### config.mk
export PLATFORM = sky130hd
export DESIGN_NAME = issue_ctrl
export DESIGN_NICKNAME = d
export VERILOG_FILES = /design/src/verilog/core_pkg.sv /design/src/verilog/isa_pkg.sv /design/src/verilog/issue_ctrl.sv
export SDC_FILE = /design/constraint.sdc
export NUM_CORES = 1
export LEC_CHECK = 0
export BUFFER_PORTS_ARGS = -buffer_cell sky130_fd_sc_hd__buf_2
export CAP_MARGIN = 20
export CELL_PAD_IN_SITES_DETAIL_PLACEMENT = 1
export CELL_PAD_IN_SITES_GLOBAL_PLACEMENT = 1
export CORE_ASPECT_RATIO = 2
export CORE_MARGIN = 1.5
export CORE_UTILIZATION = 27
export DETAILED_ROUTE_END_ITERATION = 6
export PLACE_DENSITY = 0.68
export SETUP_SLACK_MARGIN = 0.15
export SYNTH_ARGS = -nofsm -noshare
export SYNTH_HDL_FRONTEND = slang
export SYNTH_SLANG_ARGS = --single-unit
export TNS_END_PERCENT = 100
### constraint.sdc
create_clock -name clk -period 2.3 [get_ports clk]
set_input_delay 0.46 -clock clk [delete_from_list [all_inputs] [get_ports clk]]
set_output_delay 0.46 -clock clk [all_outputs]
set_load 0.01 [all_outputs]
### src/verilog/core_pkg.sv
`default_nettype none

package core_pkg;

    // issue width, one ALU per slot
    localparam int NUM_SLOTS = 2;

    // physical register file size and tag widths
    localparam int PREG_COUNT = 64;
    localparam int PREG_W     = 6;
    localparam int ROB_W      = 6;

    // operand select: 0 picks the register file, s+1 picks ALU s
    localparam int SEL_RF = 0;

    function automatic int fwd_sel_w(int slots);
        return $clog2(slots + 1);
    endfunction

endpackage

`default_nettype wire

### src/verilog/isa_pkg.sv
`default_nettype none

package isa_pkg;

    // datapath and PC width
    localparam int XLEN = 32;

    // micro-op type as presented by the issue logic
    // code 0 and codes above 10 are illegal
    typedef enum logic [3:0] {
        op_add  = 4'd1,
        op_addi = 4'd2,
        op_lui  = 4'd3,
        op_ori  = 4'd4,
        op_xor  = 4'd5,
        op_srai = 4'd6,
        op_lb   = 4'd7,
        op_lw   = 4'd8,
        op_sb   = 4'd9,
        op_sw   = 4'd10
    } optype_t;

    // stores only produce an address, nothing goes back to the register file
    function automatic logic writes_reg(optype_t op);
        return op inside {op_add, op_addi, op_lui, op_ori, op_xor, op_srai, op_lb, op_lw};
    endfunction

endpackage

`default_nettype wire

### src/verilog/issue_ctrl.sv
`default_nettype none

module issue_ctrl #(
    parameter int NUM_SLOTS = core_pkg::NUM_SLOTS,
    localparam int SEL_W    = core_pkg::fwd_sel_w(NUM_SLOTS)
) (
    input  logic                                        clk,
    input  logic                                        rstn,

    input  logic [NUM_SLOTS-1:0]                        issue_valid,
    input  isa_pkg::optype_t [NUM_SLOTS-1:0]            issue_optype,
    input  logic [NUM_SLOTS-1:0][core_pkg::PREG_W-1:0]  issue_src1,
    input  logic [NUM_SLOTS-1:0][core_pkg::PREG_W-1:0]  issue_src2,
    input  logic [NUM_SLOTS-1:0][isa_pkg::XLEN-1:0]     issue_imm,
    input  logic [NUM_SLOTS-1:0][core_pkg::PREG_W-1:0]  issue_dest,
    input  logic [NUM_SLOTS-1:0][core_pkg::ROB_W-1:0]   issue_rob,
    input  logic [NUM_SLOTS-1:0][isa_pkg::XLEN-1:0]     issue_pc,

    input  logic [NUM_SLOTS-1:0]                        done_valid,
    input  logic [NUM_SLOTS-1:0][core_pkg::PREG_W-1:0]  done_dest,
    input  isa_pkg::optype_t [NUM_SLOTS-1:0]            done_optype,

    output logic [NUM_SLOTS-1:0]                        ex_valid,
    output isa_pkg::optype_t [NUM_SLOTS-1:0]            ex_optype,
    output logic [NUM_SLOTS-1:0][isa_pkg::XLEN-1:0]     ex_imm,
    output logic [NUM_SLOTS-1:0][core_pkg::PREG_W-1:0]  ex_dest,
    output logic [NUM_SLOTS-1:0][core_pkg::ROB_W-1:0]   ex_rob,
    output logic [NUM_SLOTS-1:0][isa_pkg::XLEN-1:0]     ex_pc,
    output logic [NUM_SLOTS-1:0][core_pkg::PREG_W-1:0]  ex_src1,
    output logic [NUM_SLOTS-1:0][core_pkg::PREG_W-1:0]  ex_src2,

    output logic [NUM_SLOTS-1:0][SEL_W-1:0]             fwd_sel1,
    output logic [NUM_SLOTS-1:0][SEL_W-1:0]             fwd_sel2,

    output logic [NUM_SLOTS-1:0]                        wb_en
);

    // ops now in execute that will sit on done_* next cycle with a writeback
    logic [NUM_SLOTS-1:0] fwd_live;

    always_comb begin
        for (int p = 0; p < NUM_SLOTS; p++) begin
            fwd_live[p] = ex_valid[p] && isa_pkg::writes_reg(ex_optype[p]) && ex_dest[p] != '0;
            wb_en[p]    = done_valid[p] && isa_pkg::writes_reg(done_optype[p])
                          && done_dest[p] != '0;
        end
    end

    function automatic logic [SEL_W-1:0] fwd_pick(logic [core_pkg::PREG_W-1:0] tag);
        logic [SEL_W-1:0] sel;
        sel = SEL_W'(core_pkg::SEL_RF);
        for (int p = 0; p < NUM_SLOTS; p++) begin
            if (fwd_live[p] && tag == ex_dest[p]) begin
                sel = SEL_W'(p + 1);
            end
        end
        return sel;
    endfunction

    always_ff @(posedge clk) begin
        if (!rstn) begin
            ex_valid <= '0;
            fwd_sel1 <= '0;
            fwd_sel2 <= '0;
        end else begin
            ex_valid <= issue_valid;
            for (int s = 0; s < NUM_SLOTS; s++) begin
                fwd_sel1[s] <= fwd_pick(issue_src1[s]);
                fwd_sel2[s] <= fwd_pick(issue_src2[s]);
            end
        end
    end

    // payload only moves when its slot issues
    always_ff @(posedge clk) begin
        for (int s = 0; s < NUM_SLOTS; s++) begin
            if (issue_valid[s]) begin
                ex_optype[s] <= issue_optype[s];
                ex_imm[s]    <= issue_imm[s];
                ex_dest[s]   <= issue_dest[s];
                ex_rob[s]    <= issue_rob[s];
                ex_pc[s]     <= issue_pc[s];
                ex_src1[s]   <= issue_src1[s];
                ex_src2[s]   <= issue_src2[s];
            end
        end
    end

    // no intra-group dependency and no shared nonzero destination
    for (genvar a = 0; a < NUM_SLOTS; a++) begin : g_grp_a
        for (genvar b = 0; b < NUM_SLOTS; b++) begin : g_grp_b
            if (a != b) begin : g_pair
                assert property (@(posedge clk) disable iff (!rstn)
                    issue_valid[a] && issue_valid[b] && issue_dest[a] != '0
                    && isa_pkg::writes_reg(issue_optype[a])
                    |-> issue_src1[b] != issue_dest[a] && issue_src2[b] != issue_dest[a]);
                assert property (@(posedge clk) disable iff (!rstn)
                    issue_valid[a] && issue_valid[b] && issue_dest[a] != '0
                    |-> issue_dest[b] != issue_dest[a]);
            end
        end
    end

endmodule

`default_nettype wire

* After elaboration in Yosys (flattened, before gate mapping) *
Cells that the tools add are included.

word-level totals
  register bits after elaboration = 194
  output and inout bits = 196
  logic and storage cells = 100
  input bits = 210

cells by class
  bitwise operators = 1
  mux-type cells = 8
  reduce and logical (&&, ||, !) cells = 28
  eq/ne operators = 40

operators by type and width
  operator                                                         number
  4-bit by 3-bit == test with 1-bit output, second input constant  16
  6-bit == test                                                    8
  4-bit by 2-bit == test with 1-bit output, second input constant  8
  8-bit nonzero test                                               4
  6-bit nonzero test                                               4
  4-bit by 1-bit == test with 1-bit output, second input constant  4
  4-bit == test, second input constant                             4
  1-bit logical AND                                                16
  2-bit 2-to-1 mux                                                 4
  2-bit OR reduction                                               4
  1-bit 2-to-1 mux                                                 4
  1-bit inverter                                                   1

* Longest topological paths before layout *
  word-level depth = 7
  depth in mapped cells = 5
  depth with buffers taken out = 4

* Worst setup path after synthesis *
Ideal clock, no wire load.

  path kind = input to output
  from = in done_dest[1] (netlist bit)
  to = out wb_en[0]
  required time = 1840 ps
  path slack = 545 ps
  cell stages on the path = 2
  arrival time = 1295 ps
  path buffers = 0
  cells stage by stage = or4_1 -> o311a_1

between the ends
  longest elaborated chain between the ends = 2

ends and longest elaborated chain
  what                line              source
  start, declared     issue_ctrl.sv:20  input logic [NUM_SLOTS-1:0][core_pkg::PREG_W-1:0] done_dest,
  6-bit nonzero test  issue_ctrl.sv:45  && done_dest[p] != '0;
  1-bit logical AND   issue_ctrl.sv:45
  end, declared       issue_ctrl.sv:35  output logic [NUM_SLOTS-1:0] wb_en

No other way between the ends.

* Worst setup path after layout *
Same ends and word-level chain as after synthesis.

==> flow_summary.json <==
{
  "max-vdd-ir-drop_mv": 0.796,
  "grt-ovfl-total": 0,
  "rsz0062_at_grt": "no",
  "stdcell_area_um2": 9580,
  "cts.sinks": 194,
  "synth.largest_area_cell": "edfxtp_1",
  "post_drt_wl_per_cell_um": 19.9,
  "powerDensity_nw_per_um2": 854,
  "antenna_found_initial": 10,
  "fin_nets": 933,
  "multiInputGateArea_um2": 752,
  "drt_pass1_iterations": 4,
  "place_area_um2": 8960,
  "port_buffers": 405,
  "die_x_um": 113,
  "mostFrequentLayoutCells": "buf_2, edfxtp_1, xnor2_1, xor2_1, clkbuf_16",
  "cts_setup_buffers": 0,
  "crit_buf_inv": 2,
  "die_y_um": 223,
  "grt_pass1_vias": 4858,
  "relSlewSlack": 0.623,
  "hpwlAfterDp_mm": 16.4,
  "critical_path_class": "input port to output port",
  "fp.coreArea_um2": 23800,
  "fp.dieArea_um2": 25200,
  "cts_tree": "built",
  "syn-num-nets": 514,
  "fin_cells": 1028,
  "status": "completed",
  "post-route-min-period_ps": 1960,
  "dp_cells": 991,
  "nFillCells": 2552,
  "grt_start_max_net_pins": 45,
  "worst_pin_slew_ps": 551,
  "track_usage": 0.163,
  "synth_area_leaders": "edfxtp_1, xnor2_1, xor2_1",
  "clk_latency_ps": 440,
  "ys_ff_latch": 194,
  "fmax_mhz": 510,
  "num_rows": 80,
  "crit_path_start": "done_dest[1]",
  "htreeDepth": 4,
  "final_common_cell": "buf_2",
  "setup_violations": 0,
  "yosys_warnings": 0,
  "reg2regPathDepth": 4,
  "dr.first_iter.drc_count": 96,
  "synth_top_area_share": 0.847,
  "ys_seq_area_frac": 0.878,
  "cp_cell_sequence": "buf_2 -> or4_1 -> o311a_1 -> buf_2",
  "grt_pass1_wl_mm": 28.9,
  "finalSetupTns_ps": 0,
  "area_delta_synth_final_pct": 46.8,
  "synth_area_um2": 6520,
  "critPathTopFamily": "simple AND/OR/NAND/NOR gates",
  "final_hold_viol_count": 0,
  "cts_resized": 0,
  "path_depth": 4,
  "cts_root_buf": "clkbuf_16",
  "clk_pin_slew_worst_paths_ps": 70,
  "vias": 4439,
  "post-route-period-util": 0.852,
  "wl_mm": 20.5,
  "synth.avg_cell_area_um2": 21.5,
  "hold_buffers": 0,
  "drive_gt1_frac": 0.603,
  "gp_congestion": 0.760,
  "timing.hold.ws_ps": 185,
  "final_util": 0.402,
  "hp-class": "input port to flop",
  "clockBufferDepth": 2,
  "skew_ps": 4.86,
  "drcViolationCount": 0,
  "cp.required_ps": 1840,
  "netlist_instances": 304,
  "drtAntennaViolNets": 0,
  "slew_violations": 0,
  "max_stage_delay_ps": 510,
  "start_util": 0.274,
  "leakagePower_nw": 4.06,
  "crit_fanout": 1,
  "end_kind": "output port",
  "crit_slowest_cell": "or4_1",
  "r2r_slack_ps": 530,
  "numCtsBuffers": 17,
  "avgViaCountPerCell": 4.32,
  "r2r-start": "ex_optype[4]$_DFFE_PP_",
  "yosysUniqueCellTypes": 20,
  "cp.arrival_ps": 1500,
  "ioPinCount": 406,
  "cp-start-kind": "input port",
  "worstReg2RegEnd": "fwd_sel1[3]$_SDFF_PN0_",
  "seq_area_um2": 5730,
  "cp_common_cell": "buf_2",
  "worstSetupEndpoint": "wb_en[0]",
  "drv_cap": 0
}
-- sequential cells by signal, summed over array words and instances (netlist names) --
signal     cells
ex_imm        64
ex_pc         64
ex_dest       12
ex_rob        12
ex_src1       12
ex_src2       12
ex_optype      8
fwd_sel1       4
fwd_sel2       4
ex_valid       2
-- kinds of logic after synthesis --
kind of cell	share of synthesized area
AO/OA/AOI/OAI	0.00729
AND/OR/NAND/NOR	0.0382
XOR/XNOR	0.0698
buffers and inverters	0.00710
flip-flops	0.878
-- power by group --
group          total, mW  switching [mW]  internal, mW
logic              0.836           0.458         0.379
clock network       3.07            1.34          1.74
registers           4.27           0.112          4.16
-- synth_stat cells --
master     number
edfxtp_1      184
o41ai_1         1
nor3_1          7
buf_2           1
nor2_1          4
clkbuf_1       11
nor4_2          2
a2111oi_0       1
nor4_1          7
xor2_1         26
xnor2_1        26
nand3_1         3
nand2_1         2
and2_1          6
or4_1           2
or3_4           1
dfxtp_1        10
a221o_1         1
o311a_1         2
nand4_1         7
-- routing by layer --
metal,part of all wire,vias up,GRT usage,routed length [um]
li1,-,2012,-,-
met1,0.31,2090,0.139,6300
met2,0.55,269,0.298,11200
met3,0.10,58,0.0767,2080
met4,0.043,10,0.102,872
met5,0.0031,-,0,64
-- metrics by stage --
stage | worst slack, ps | power, mW
after floorplan | 545 | 4.60
after global placement | 353 | 5.18
after detailed placement | 334 | 5.21
after CTS | 333 | 8.31
after global routing | 313 | 8.50
final | 340 | 8.18
-- worst min path at each step --
stage	from	endpoint	cells after the start
after detailed placement	ex_valid[0]$_SDFF_PN0_	fwd_sel1[0]$_SDFF_PP0_	2
after global routing	issue_imm[2]	ex_imm[2]$_DFFE_PP_	1
after CTS	issue_imm[23]	ex_imm[23]$_DFFE_PP_	1
after global placement	ex_valid[0]$_SDFF_PN0_	fwd_sel1[0]$_SDFF_PP0_	2
after floorplan	ex_valid[0]$_SDFF_PN0_	fwd_sel1[0]$_SDFF_PP0_	2
final	issue_imm[15]	ex_imm[15]$_DFFE_PP_	1
-- cell type report --
cell class | count | area share
diodes | 5 | 0.00131
flip-flops and latches | 194 | 0.598
clock inverters | 13 | 0.0180
clock buffers | 19 | 0.0452
repair buffers | 412 | 0.222
well taps | 287 | 0.0375
multi-input cells | 98 | 0.0785
No activity file was read; power rests on OpenSTA's default activity.
