$ cat src/verilog/core_pkg.sv
`default_nettype none

package core_pkg;

    // issue width, one ALU per slot
    localparam int NUM_SLOTS = 2;

    // physical register file size and tag widths
    localparam int PREG_COUNT = 64;
    localparam int PREG_W     = 6;
    localparam int ROB_W      = 6;

    // operand select: 0 picks the register file, s+1 picks ALU s
    localparam int SEL_RF = 0;

    function automatic int fwd_sel_w(int slots);
        return $clog2(slots + 1);
    endfunction

endpackage

`default_nettype wire

$ cat src/verilog/isa_pkg.sv
`default_nettype none

package isa_pkg;

    // datapath and PC width
    localparam int XLEN = 32;

    // micro-op type as presented by the issue logic
    // code 0 and codes above 10 are illegal
    typedef enum logic [3:0] {
        op_add  = 4'd1,
        op_addi = 4'd2,
        op_lui  = 4'd3,
        op_ori  = 4'd4,
        op_xor  = 4'd5,
        op_srai = 4'd6,
        op_lb   = 4'd7,
        op_lw   = 4'd8,
        op_sb   = 4'd9,
        op_sw   = 4'd10
    } optype_t;

    // stores only produce an address, nothing goes back to the register file
    function automatic logic writes_reg(optype_t op);
        return op inside {op_add, op_addi, op_lui, op_ori, op_xor, op_srai, op_lb, op_lw};
    endfunction

endpackage

`default_nettype wire

$ cat src/verilog/alu.sv
`default_nettype none

module alu (
    input  logic                          clk,
    input  logic                          rstn,

    input  logic                          ex_valid,
    input  isa_pkg::optype_t              ex_optype,
    input  logic [isa_pkg::XLEN-1:0]      opa,
    input  logic [isa_pkg::XLEN-1:0]      opb,
    input  logic [isa_pkg::XLEN-1:0]      ex_imm,
    input  logic [core_pkg::PREG_W-1:0]   ex_dest,
    input  logic [core_pkg::ROB_W-1:0]    ex_rob,
    input  logic [isa_pkg::XLEN-1:0]      ex_pc,

    output logic                          done_valid,
    output logic [isa_pkg::XLEN-1:0]      done_result,
    output logic [core_pkg::PREG_W-1:0]   done_dest,
    output logic [core_pkg::ROB_W-1:0]    done_rob,
    output logic [isa_pkg::XLEN-1:0]      done_pc,
    output isa_pkg::optype_t              done_optype
);

    logic [isa_pkg::XLEN-1:0] result;

    always_comb begin
        case (ex_optype)
            isa_pkg::op_add:  result = opa + opb;
            isa_pkg::op_addi: result = opa + ex_imm;
            isa_pkg::op_lui:  result = ex_imm;
            isa_pkg::op_ori:  result = opa | ex_imm;
            isa_pkg::op_xor:  result = opa ^ opb;
            // arithmetic shift, sign bit fills from the top
            isa_pkg::op_srai: result = $signed(opa) >>> ex_imm[4:0];
            // memory ops only form the effective address here
            isa_pkg::op_lb,
            isa_pkg::op_lw,
            isa_pkg::op_sb,
            isa_pkg::op_sw:   result = opa + ex_imm;
            default:          result = '0;
        endcase
    end

    always_ff @(posedge clk) begin
        if (!rstn) begin
            done_valid <= 1'b0;
        end else begin
            done_valid <= ex_valid;
        end
    end

    // result and tags travel together, qualified by done_valid
    always_ff @(posedge clk) begin
        done_result <= result;
        done_dest   <= ex_dest;
        done_rob    <= ex_rob;
        done_pc     <= ex_pc;
        done_optype <= ex_optype;
    end

    // illegal codes would complete with a zero result and no writeback
    assert property (@(posedge clk) disable iff (!rstn)
        ex_valid |-> isa_pkg::writes_reg(ex_optype)
                     || ex_optype == isa_pkg::op_sb || ex_optype == isa_pkg::op_sw);

endmodule

`default_nettype wire

$ cat config.mk
export PLATFORM = sky130hd
export DESIGN_NAME = alu
export DESIGN_NICKNAME = d
export VERILOG_FILES = /design/src/verilog/core_pkg.sv /design/src/verilog/isa_pkg.sv /design/src/verilog/alu.sv
export SDC_FILE = /design/constraint.sdc
export NUM_CORES = 1
export LEC_CHECK = 0
export BUFFER_PORTS_ARGS = -buffer_cell sky130_fd_sc_hd__buf_4
export CAP_MARGIN = 15
export CORE_UTILIZATION = 45
export CTS_CLUSTER_DIAMETER = 100
export DETAILED_ROUTE_END_ITERATION = 10
export PLACE_DENSITY_LB_ADDON = 0.1
export SETUP_SLACK_MARGIN = 0.1
export SYNTH_ARGS = -nofsm -noshare
export SYNTH_HDL_FRONTEND = slang
export SYNTH_SLANG_ARGS = --single-unit
$ cat constraint.sdc
create_clock -name clk -period 4.08 [get_ports clk]
set_clock_uncertainty 0.2 [all_clocks]
set_input_delay 0.408 -clock clk [delete_from_list [all_inputs] [get_ports clk]]
set_output_delay 0.408 -clock clk [all_outputs]
set_load 0.1 [all_outputs]
# After elaboration in Yosys (flattened, before gate mapping)
# Cells that the tools add are included.
# Widths: inputs -> output; s select.
# totals
reg_bits,81
latch_bits,0
ramBits,0
romBits,0
out_inout_bits,81
n_memories,0
# classes
addsub,2
mul,0
n_div,0
magnitude_cmp,0
n_eq_ne,10
shift,1
muxes,1
n_bitwise,2
reduce_logical,1
# op_table
cell,count
$pmux 32 s6,1
$add 32x32->32,2
$or 32x32->32,1
$sshr 32x5->32,1
$xor 32x32->32,1
$eq 4x3->1 const B,4
$eq 4x4->1 const B,3
$eq 4x2->1 const B,2
$reduce_or 5->1,1
$eq 4x1->1 const B,1

# Logic depth before layout (Yosys ltp)
# Gate-level depths: netlist (run 1).
# depth
ltp_word,3
depth_mapped,15

# Least setup slack after synthesis (run 1)
# No wires, ideal clock.
# synth_timing
kind,input -> register
start,input port ex_optype[0]
end,register done_result[24] (netlist bit)
setup_time_ns,0.140
t_arrival_ns,3.959
setup_slack_ns,-0.219
cell_stages,15
path_buffers,2
path_cell_list,buf_2 inv_1 o211ai_1 a21boi_2 buf_2 mux2_2 ha_1 fa_1 a21o_1 and4_1 or2_1 a311o_1 a211oi_2 xor2_1 o221ai_1
# synth_via
elab_chain_cells,3
word_cells_on_any_way,12
cone_classes,eq/ne: 10; mux: 1; reduce/logical: 1
# synth_rtl
element,line_no,rtl
"start, declared",alu.sv:8,"input isa_pkg::optype_t ex_optype,"
$eq 4x3->1 (tied with other cells),alu.sv:27,case (ex_optype)
$reduce_or 5->1 (no line),--,
$pmux 32 s6 *,alu.sv:27,
net result (one bit),alu.sv:24,logic [isa_pkg::XLEN-1:0] result;
"end signal, assigned",alu.sv:54,done_result <= result;
"end, declared",alu.sv:17,"output logic [isa_pkg::XLEN-1:0] done_result,"
# The timed path passes the listed nets; every way through them passes the cells marked *.
# A chain may end at the register's enable or synchronous reset.

# Worst setup path after layout (run 1)
# layout_timing
start,input port ex_optype[2]
end,register done_result[24] (netlist bit)
# The elaborated chain is that of the path after synthesis.

==> metrics.txt, run 1 <==
# TYPE chip_impl_metric gauge
chip_impl_metric{name="ctsHtreeMaxLevel",unit=""} 3
chip_impl_metric{name="globalplace.congestion",unit=""} 1.01
chip_impl_metric{name="floorplan.initialDensity",unit=""} 0.465
chip_impl_metric{name="period_minus_slack",unit="ns"} 3.84
chip_impl_metric{name="setup_viol",unit=""} 0
chip_impl_metric{name="critical_path_buf_inv_count",unit=""} 1
chip_impl_metric{name="switching_share",unit=""} 0.449
chip_impl_metric{name="cts_max_path_buffers",unit=""} 2
chip_impl_metric{name="yosys_register_bits",unit=""} 81
chip_impl_metric{name="cts_made_buffers",unit=""} 9
chip_impl_metric{name="maxSlewViolCount",unit=""} 0
chip_impl_metric{name="power_leakage",unit="uW"} 0.00425
chip_impl_metric{name="combPwrFrac",unit=""} 0.515
chip_impl_metric{name="power.density_cell_area",unit="mW/mm2"} 402
chip_impl_metric{name="drt_drc_violations_left",unit=""} 0
chip_impl_metric{name="global_route.overflow_total",unit=""} 0
chip_impl_info{name="hold_end",value="done_valid$_SDFF_PN0_"} 1
chip_impl_metric{name="drt-wirelength-per-cell",unit="um"} 21.7
chip_impl_metric{name="ys_types",unit=""} 65
chip_impl_metric{name="first_global_vias",unit=""} 7017
chip_impl_metric{name="drtIter0Drc",unit=""} 701
chip_impl_info{name="holdCritStartpoint",value="ex_valid"} 1
chip_impl_metric{name="clock_power_share",unit=""} 0.244
chip_impl_info{name="post_synth_most_frequent_cells",value="dfxtp_1 (81), nand2_1 (80), a21oi_1 (49)"} 1
chip_impl_metric{name="die_outline_height",unit="um"} 122
chip_impl_metric{name="clkSlewWorstSetupHoldPaths",unit="ns"} 0.08
chip_impl_info{name="worstPathCellList",value="buf_4 -> nor2b_1 -> o211ai_1 -> a21boi_4 -> mux2_4 -> ha_4 -> fa_2 -> a21o_1 -> and4_1 -> or2_1 -> a311o_1 -> a211oi_4 -> xor2_1 -> o221ai_1"} 1
chip_impl_metric{name="numClockSinks",unit=""} 81
chip_impl_metric{name="diodes",unit=""} 0
chip_impl_metric{name="postLayoutCoreUtil",unit=""} 0.677
chip_impl_metric{name="sequential_fraction_of_design_power",unit=""} 0.240
chip_impl_metric{name="coreArea",unit="mm2"} 0.0140
chip_impl_metric{name="synth_fp_nets",unit=""} 903
chip_impl_info{name="status",value="completed"} 1
chip_impl_metric{name="via_count",unit=""} 7211
chip_impl_metric{name="antenna_violating_nets_post_route",unit=""} 0
chip_impl_metric{name="vias_per_cell",unit=""} 6.04
chip_impl_metric{name="drt_wirelength",unit="mm"} 25.9
chip_impl_metric{name="worst_ir_drop_vdd",unit="V"} 0.000246
chip_impl_info{name="cts_tree",value="done"} 1
chip_impl_metric{name="parity_gate_share_of_the_synthesized_area_counting_xor_and_xnor_cells",unit=""} 0.0741
chip_impl_metric{name="cell_internal_pwr",unit="uW"} 2100
chip_impl_info{name="synth_most_common_cell",value="dfxtp_1"} 1
chip_impl_metric{name="cp_max_fo",unit=""} 4
chip_impl_info{name="worstSetupPathType",value="in -> reg"} 1
chip_impl_metric{name="timing.fmax",unit="MHz"} 260
chip_impl_metric{name="place.port_buffers",unit=""} 227
chip_impl_info{name="synth_top_family_by_area",value="compound AO/OA/AOI/OAI gates"} 1
chip_impl_metric{name="synth_fa_ha_area_frac",unit=""} 0.0743
chip_impl_metric{name="required",unit="ns"} 4.10
chip_impl_metric{name="total_power",unit="uW"} 3800
chip_impl_metric{name="synth_compound_area_frac",unit=""} 0.234
chip_impl_metric{name="drtPass1Iterations",unit=""} 6
chip_impl_metric{name="synthesis.area_per_instance",unit="um2"} 9.05
chip_impl_metric{name="layout-drive-gt1-share",unit=""} 0.376
chip_impl_metric{name="synth_top_area_frac",unit=""} 0.250
chip_impl_metric{name="row_count",unit=""} 43
chip_impl_metric{name="numPlacedInstances",unit=""} 1133
chip_impl_info{name="synthFlopType",value="dfxtp_1"} 1
chip_impl_metric{name="die_width",unit="um"} 122
chip_impl_metric{name="wire_length_of_the_first_global_routing_pass",unit="mm"} 38.1
chip_impl_info{name="critical-path-slowest-cell",value="a311o_1"} 1
chip_impl_info{name="clockRootBuffer",value="clkbuf_16"} 1
chip_impl_metric{name="synth_mux_area_frac",unit=""} 0.220
chip_impl_metric{name="instances_no_fill",unit=""} 1194
chip_impl_metric{name="syn_area",unit="mm2"} 0.00650
chip_impl_metric{name="critPathArrivalTime",unit="ns"} 3.86
chip_impl_metric{name="die_area",unit="mm2"} 0.0149
chip_impl_metric{name="max_slew_margin",unit=""} 0.260
chip_impl_metric{name="edff_count_synth",unit=""} 0
chip_impl_metric{name="finalHoldViolCount",unit=""} 0
chip_impl_metric{name="net-switching-power",unit="uW"} 1710
chip_impl_info{name="synth_area_leaders",value="dfxtp_1 (25%), mux4_2 (9.7%), mux2_2 (7.5%)"} 1
chip_impl_info{name="critPathLaunchType",value="input port"} 1
chip_impl_metric{name="grt_start_max_net_pins",unit=""} 43
chip_impl_metric{name="ioPinCount",unit=""} 228
chip_impl_info{name="worst_setup_path_end_kind",value="register"} 1
chip_impl_metric{name="worst_stage_delay_on_the_critical_path",unit="ns"} 0.45
chip_impl_metric{name="half_perimeter_wire_length_of_the_detailed_placement_result",unit="mm"} 19.4
chip_impl_info{name="synth_top_area_cell",value="dfxtp_1"} 1
chip_impl_metric{name="synthArstFlopShare",unit=""} 0
chip_impl_metric{name="grt_antenna_before_repair",unit=""} 0
chip_impl_metric{name="area_delta_synth_final",unit="%"} 45.7
chip_impl_metric{name="nets",unit=""} 1194
chip_impl_metric{name="globalRouteTotalUtil",unit=""} 0.342
chip_impl_metric{name="synth.yosys.warnings",unit=""} 0
chip_impl_metric{name="min_path_cells",unit=""} 2
chip_impl_info{name="path_delay_family",value="compound AO/OA/AOI/OAI gates"} 1
chip_impl_metric{name="simple_gate_share_of_the_synthesized_area",unit=""} 0.110
chip_impl_info{name="hp-class",value="in -> reg"} 1
chip_impl_metric{name="tightestPinTransition",unit="ns"} 1.11
chip_impl_metric{name="max_cap_violations",unit=""} 0
chip_impl_metric{name="fillCellCount",unit=""} 1120
chip_impl_metric{name="ys_seq_area_frac",unit=""} 0.250
chip_impl_info{name="grt_setup_unrepaired",value="false"} 1
chip_impl_metric{name="post-route-period-util",unit=""} 0.942
chip_impl_metric{name="synthCells",unit=""} 718
[per-stage QoR]
step / worst slack, ns / cell area (um2) / TNS, ns / hold slack [ns]
5_1_grt: 0.105 / 9470 / 0 / 0.0399
2_1_floorplan: 0.108 / 6550 / 0 / 0.236
4_1_cts: 0.234 / 9460 / 0 / 0.0391
3_5_place_dp: -0.125 / 8680 / -0.689 / 0.313
3_3_place_gp: -0.0110 / 8680 / -0.0175 / 0.313
6_report: 0.238 / 9470 / 0 / 0.0415
[cells by family (layout without fill, tap and decap cells)]
family,Yosys count,in the layout
flip-flops,81,81
AO/OA/AOI/OAI,222,222
multiplexers,102,102
buffers and inverters,57,353
XOR/XNOR,55,55
AND/OR/NAND/NOR,163,163
adder cells (fa/ha/maj),38,38
[area by class of cell]
type | instances | area, um2 | share of cell area
Clock inverter | 7 | 106 | 0.0112
Inverter | 11 | 41.3 | 0.00436
Tap cell | 180 | 225 | 0.0238
Clock buffer | 9 | 225 | 0.0238
Multi-Input combinational cell | 580 | 4690 | 0.495
Sequential cell | 81 | 1620 | 0.171
Timing Repair Buffer | 326 | 2560 | 0.271
[cell usage in the layout (no fill, tap or decap), types with 16 or more instances in the layout]
cell type / instances
mux2_2: 42
mux2i_1: 28
o21ai_1: 32
a21o_1: 18
a21oi_1: 49
dlygate4sd3_1: 45
mux4_2: 28
ha_1: 36
a222oi_1: 16
buf_4: 280
nor2_1: 40
nand2_1: 80
dfxtp_1: 81
o21ai_0: 19
xnor2_1: 43
[layer usage]
metal | track usage | vias to the layer above | wire length, um
met4 | 0.133 | 0 | 790
met3 | 0.0581 | 49 | 2530
met5 | 0 | - | 0
met1 | 0.452 | 3421 | 10600
li1 | - | 3312 | -
met2 | 0.554 | 429 | 12000
[power groups by stage]
stage               registers, uW  logic, uW  clock network, uW
floorplan                    1590        670                  0
global placement              928       1880                  0
detailed placement            929       1890                  0
CTS                           912       1930                939
global route                  919       2050                970
finish                        914       1960                929
[how the worst max path moves through the flow]
stage | start | end | cells after the start
2_1_floorplan | ex_optype[2] | done_result[24]$_DFF_P_ | 14
3_3_place_gp | ex_optype[2] | done_result[26]$_DFF_P_ | 16
3_5_place_dp | ex_optype[2] | done_result[24]$_DFF_P_ | 14
4_1_cts | ex_optype[2] | done_result[24]$_DFF_P_ | 14
5_1_grt | ex_optype[2] | done_result[24]$_DFF_P_ | 14
6_report | ex_optype[2] | done_result[24]$_DFF_P_ | 14
[state kept, by name, summed over array words and instances (netlist names)]
| signal | flops |
|---|---|
| done_result | 32 |
| done_valid | 1 |
| done_optype | 4 |
| done_rob | 6 |
| done_pc | 32 |
| done_dest | 6 |
[what timing repair did]
| action | CTS | global route |
|---|---|---|
| resized for setup | 0 | 2 |
| endpoints found under the setup margin | 0 | 3 |
| setup buffers | 0 | 0 |
| endpoints found under the hold margin | 45 | 0 |
| hold buffers | 45 | 0 |
(Power assumes the default switching activity.)
==> inputs of run 2 (changes only) <==
==> constraint.sdc (replaced) <==
create_clock -name clk -period 4.08 [get_ports clk]
set_clock_uncertainty 0.2 [all_clocks]
set_input_delay 0 -clock clk [delete_from_list [all_inputs] [get_ports clk]]
set_output_delay 0 -clock clk [all_outputs]
set_load 0.1 [all_outputs]
==> run 2 against run 1 <==
First-iteration DRC count rose by 0.57%. Critical path type unchanged. Clock-buffer cell count did not move. Cell count rose by 3.3%. Wire length rose by 1.2%. Sequential cell count did not move. Maximum frequency fell by 0.40%. Largest cell class unchanged. Via count rose by 4.0%. Setup slack got worse by 0.016 ns.
==> metrics.txt, run 2 (same netlist as run 1, synthesis figures left out) <==
# TYPE chip_impl_metric gauge
chip_impl_metric{name="place.port_buffers",unit=""} 227
chip_impl_metric{name="antenna_violating_nets_post_route",unit=""} 0
chip_impl_metric{name="power.density_cell_area",unit="mW/mm2"} 380
chip_impl_metric{name="cp_max_fo",unit=""} 24
chip_impl_metric{name="drtIter0Drc",unit=""} 705
chip_impl_metric{name="critPathArrivalTime",unit="ns"} 3.89
chip_impl_metric{name="die_area",unit="mm2"} 0.0149
chip_impl_info{name="critPathLaunchType",value="input port"} 1
chip_impl_metric{name="first_global_vias",unit=""} 7259
chip_impl_metric{name="instances_no_fill",unit=""} 1233
chip_impl_metric{name="global_route.usage.met3",unit=""} 0.0772
chip_impl_metric{name="die_width",unit="um"} 122
chip_impl_metric{name="worst_stage_delay_on_the_critical_path",unit="ns"} 0.59
chip_impl_info{name="final_cell_mix",value="buf_4 (245), dlygate4sd3_1 (117), dfxtp_1 (81)"} 1
chip_impl_metric{name="tightestPinTransition",unit="ns"} 1.06
chip_impl_metric{name="power_leakage",unit="uW"} 0.00432
chip_impl_metric{name="numPlacedInstances",unit=""} 1097
chip_impl_metric{name="global_route.overflow_total",unit=""} 0
chip_impl_info{name="critical-path-slowest-cell",value="dlygate4sd3_1"} 1
chip_impl_metric{name="row_count",unit=""} 43
chip_impl_metric{name="grt_use_met2",unit=""} 0.577
chip_impl_metric{name="maxSlewViolCount",unit=""} 0
chip_impl_info{name="path_delay_family",value="buffers and inverters"} 1
chip_impl_info{name="worstSetupPathType",value="in -> reg"} 1
chip_impl_info{name="most_common_cell_after_layout_fill_and_taps_aside",value="buf_4"} 1
chip_impl_metric{name="drtPass1Iterations",unit=""} 8
chip_impl_metric{name="drt-wirelength-per-cell",unit="um"} 21.2
chip_impl_metric{name="total_power",unit="uW"} 3760
chip_impl_metric{name="timing.fmax",unit="MHz"} 259
chip_impl_info{name="holdCritStartpoint",value="ex_imm[4]"} 1
chip_impl_metric{name="via_count",unit=""} 7502
chip_impl_metric{name="numClockSinks",unit=""} 81
chip_impl_info{name="clockRootBuffer",value="clkbuf_16"} 1
chip_impl_metric{name="finalHoldViolCount",unit=""} 0
chip_impl_metric{name="globalRouteTotalUtil",unit=""} 0.349
chip_impl_info{name="crit_path_frequent_cell",value="buf_4"} 1
chip_impl_metric{name="drt_wirelength",unit="mm"} 26.2
chip_impl_metric{name="period_minus_slack",unit="ns"} 3.86
chip_impl_info{name="hp-class",value="in -> reg"} 1
chip_impl_metric{name="ioPinCount",unit=""} 228
chip_impl_metric{name="cts_max_path_buffers",unit=""} 2
chip_impl_metric{name="worst_ir_drop_vdd",unit="V"} 0.000277
chip_impl_metric{name="cts_made_buffers",unit=""} 9
chip_impl_info{name="worstPathCellList",value="dlygate4sd3_1 -> buf_4 -> o211ai_1 -> a21boi_4 -> buf_4 -> buf_6 -> buf_4 -> mux2_2 -> ha_1 -> a21oi_1 -> o21ai_0 -> a222oi_1 -> dlygate4sd3_1 -> o2111ai_1"} 1
chip_impl_metric{name="post-route-period-util",unit=""} 0.945
chip_impl_metric{name="globalplace.congestion",unit=""} 1.05
chip_impl_metric{name="max_slew_margin",unit=""} 0.289
chip_impl_metric{name="coreArea",unit="mm2"} 0.0140
chip_impl_info{name="worst_setup_path_startpoint",value="ex_optype[1]"} 1
chip_impl_metric{name="area_delta_synth_final",unit="%"} 52.3
chip_impl_metric{name="setup_viol",unit=""} 0
chip_impl_metric{name="drt_drc_violations_left",unit=""} 0
chip_impl_info{name="worst_setup_path_end_kind",value="register"} 1
chip_impl_metric{name="nets",unit=""} 1231
chip_impl_metric{name="die_outline_height",unit="um"} 122
chip_impl_metric{name="clkSlewWorstSetupHoldPaths",unit="ns"} 0.07
chip_impl_metric{name="setup_tns",unit="ns"} 0
chip_impl_info{name="status",value="completed"} 1
chip_impl_info{name="biggest_regs",value="done_pc x32, done_result x32"} 1
chip_impl_metric{name="half_perimeter_wire_length_of_the_detailed_placement_result",unit="mm"} 18.7
chip_impl_metric{name="layout_setup_ws",unit="ns"} 0.223
chip_impl_metric{name="critical_path_buf_inv_count",unit=""} 6
chip_impl_metric{name="vias_per_cell",unit=""} 6.08
chip_impl_info{name="grt_setup_unrepaired",value="true"} 1
chip_impl_info{name="gr-max-usage-layer",value="met2"} 1
chip_impl_metric{name="ctsHtreeMaxLevel",unit=""} 3
chip_impl_metric{name="floorplan.initialDensity",unit=""} 0.465
chip_impl_metric{name="layout-drive-gt1-share",unit=""} 0.330
chip_impl_metric{name="dp_slack",unit="ns"} 0.144
chip_impl_metric{name="use_met1",unit=""} 0.440
chip_impl_metric{name="required",unit="ns"} 4.11
chip_impl_metric{name="grt_antenna_before_repair",unit=""} 2
chip_impl_metric{name="grt_start_max_net_pins",unit=""} 43
chip_impl_info{name="cts_tree",value="done"} 1
chip_impl_metric{name="max_cap_violations",unit=""} 0
chip_impl_metric{name="wire_length_of_the_first_global_routing_pass",unit="mm"} 39.2
[run 2: metal layers]
metal  share of wire  vias to the layer above
met5               0                        -
met4           0.028                        0
met3            0.10                       67
met2            0.48                      479
met1            0.39                     3573
li1                -                     3383
[run 2: per-stage QoR]
stage	hold slack [ns]	utilization	cell area (um2)
3_5_place_dp	-0.0945	0.599	8370
6_report	0.000176	0.707	9890
3_3_place_gp	-0.0946	0.599	8370
5_1_grt	0.0304	0.707	9890
4_1_cts	0.00154	0.704	9850
2_1_floorplan	-0.172	-	6500
[run 2: path summary, 6_finish.rpt]
check | depth (start not counted) | to
hold / removal | 4 | done_result[3]$_DFF_P_
setup / recovery | 14 | done_result[29]$_DFF_P_
[run 2: power breakdown]
| part | total [uW] | internal, uW | switching (uW) |
|---|---|---|---|
| sequential | 914 | 883 | 31.2 |
| clock | 862 | 487 | 375 |
| combinational | 1980 | 678 | 1300 |
[run 2: tightest hold or removal path, cell delays in order]
cell	delay [ns]
buf_4	0.23
a211oi_1	0.07
nor2_1	0.13
o21ai_1	0.07
[run 2: cell type report]
type | count | area, um2
antenna | 2 | 5.00
clock buffer | 9 | 225
clock inverter | 7 | 85.1
fill | 1047 | 4090
inverter | 11 | 41.3
multi-input combinational | 580 | 4670
sequential | 81 | 1620
tap | 180 | 225
timing repair buffer | 363 | 3020
[run 2: what timing repair did]
action                                  in CTS  in global routing
gates resized for setup                      0                  6
setup buffers                                0                  1
hold buffers                               117                  0
endpoints found under the setup margin       0                 15
endpoints found under the hold margin       81                  0
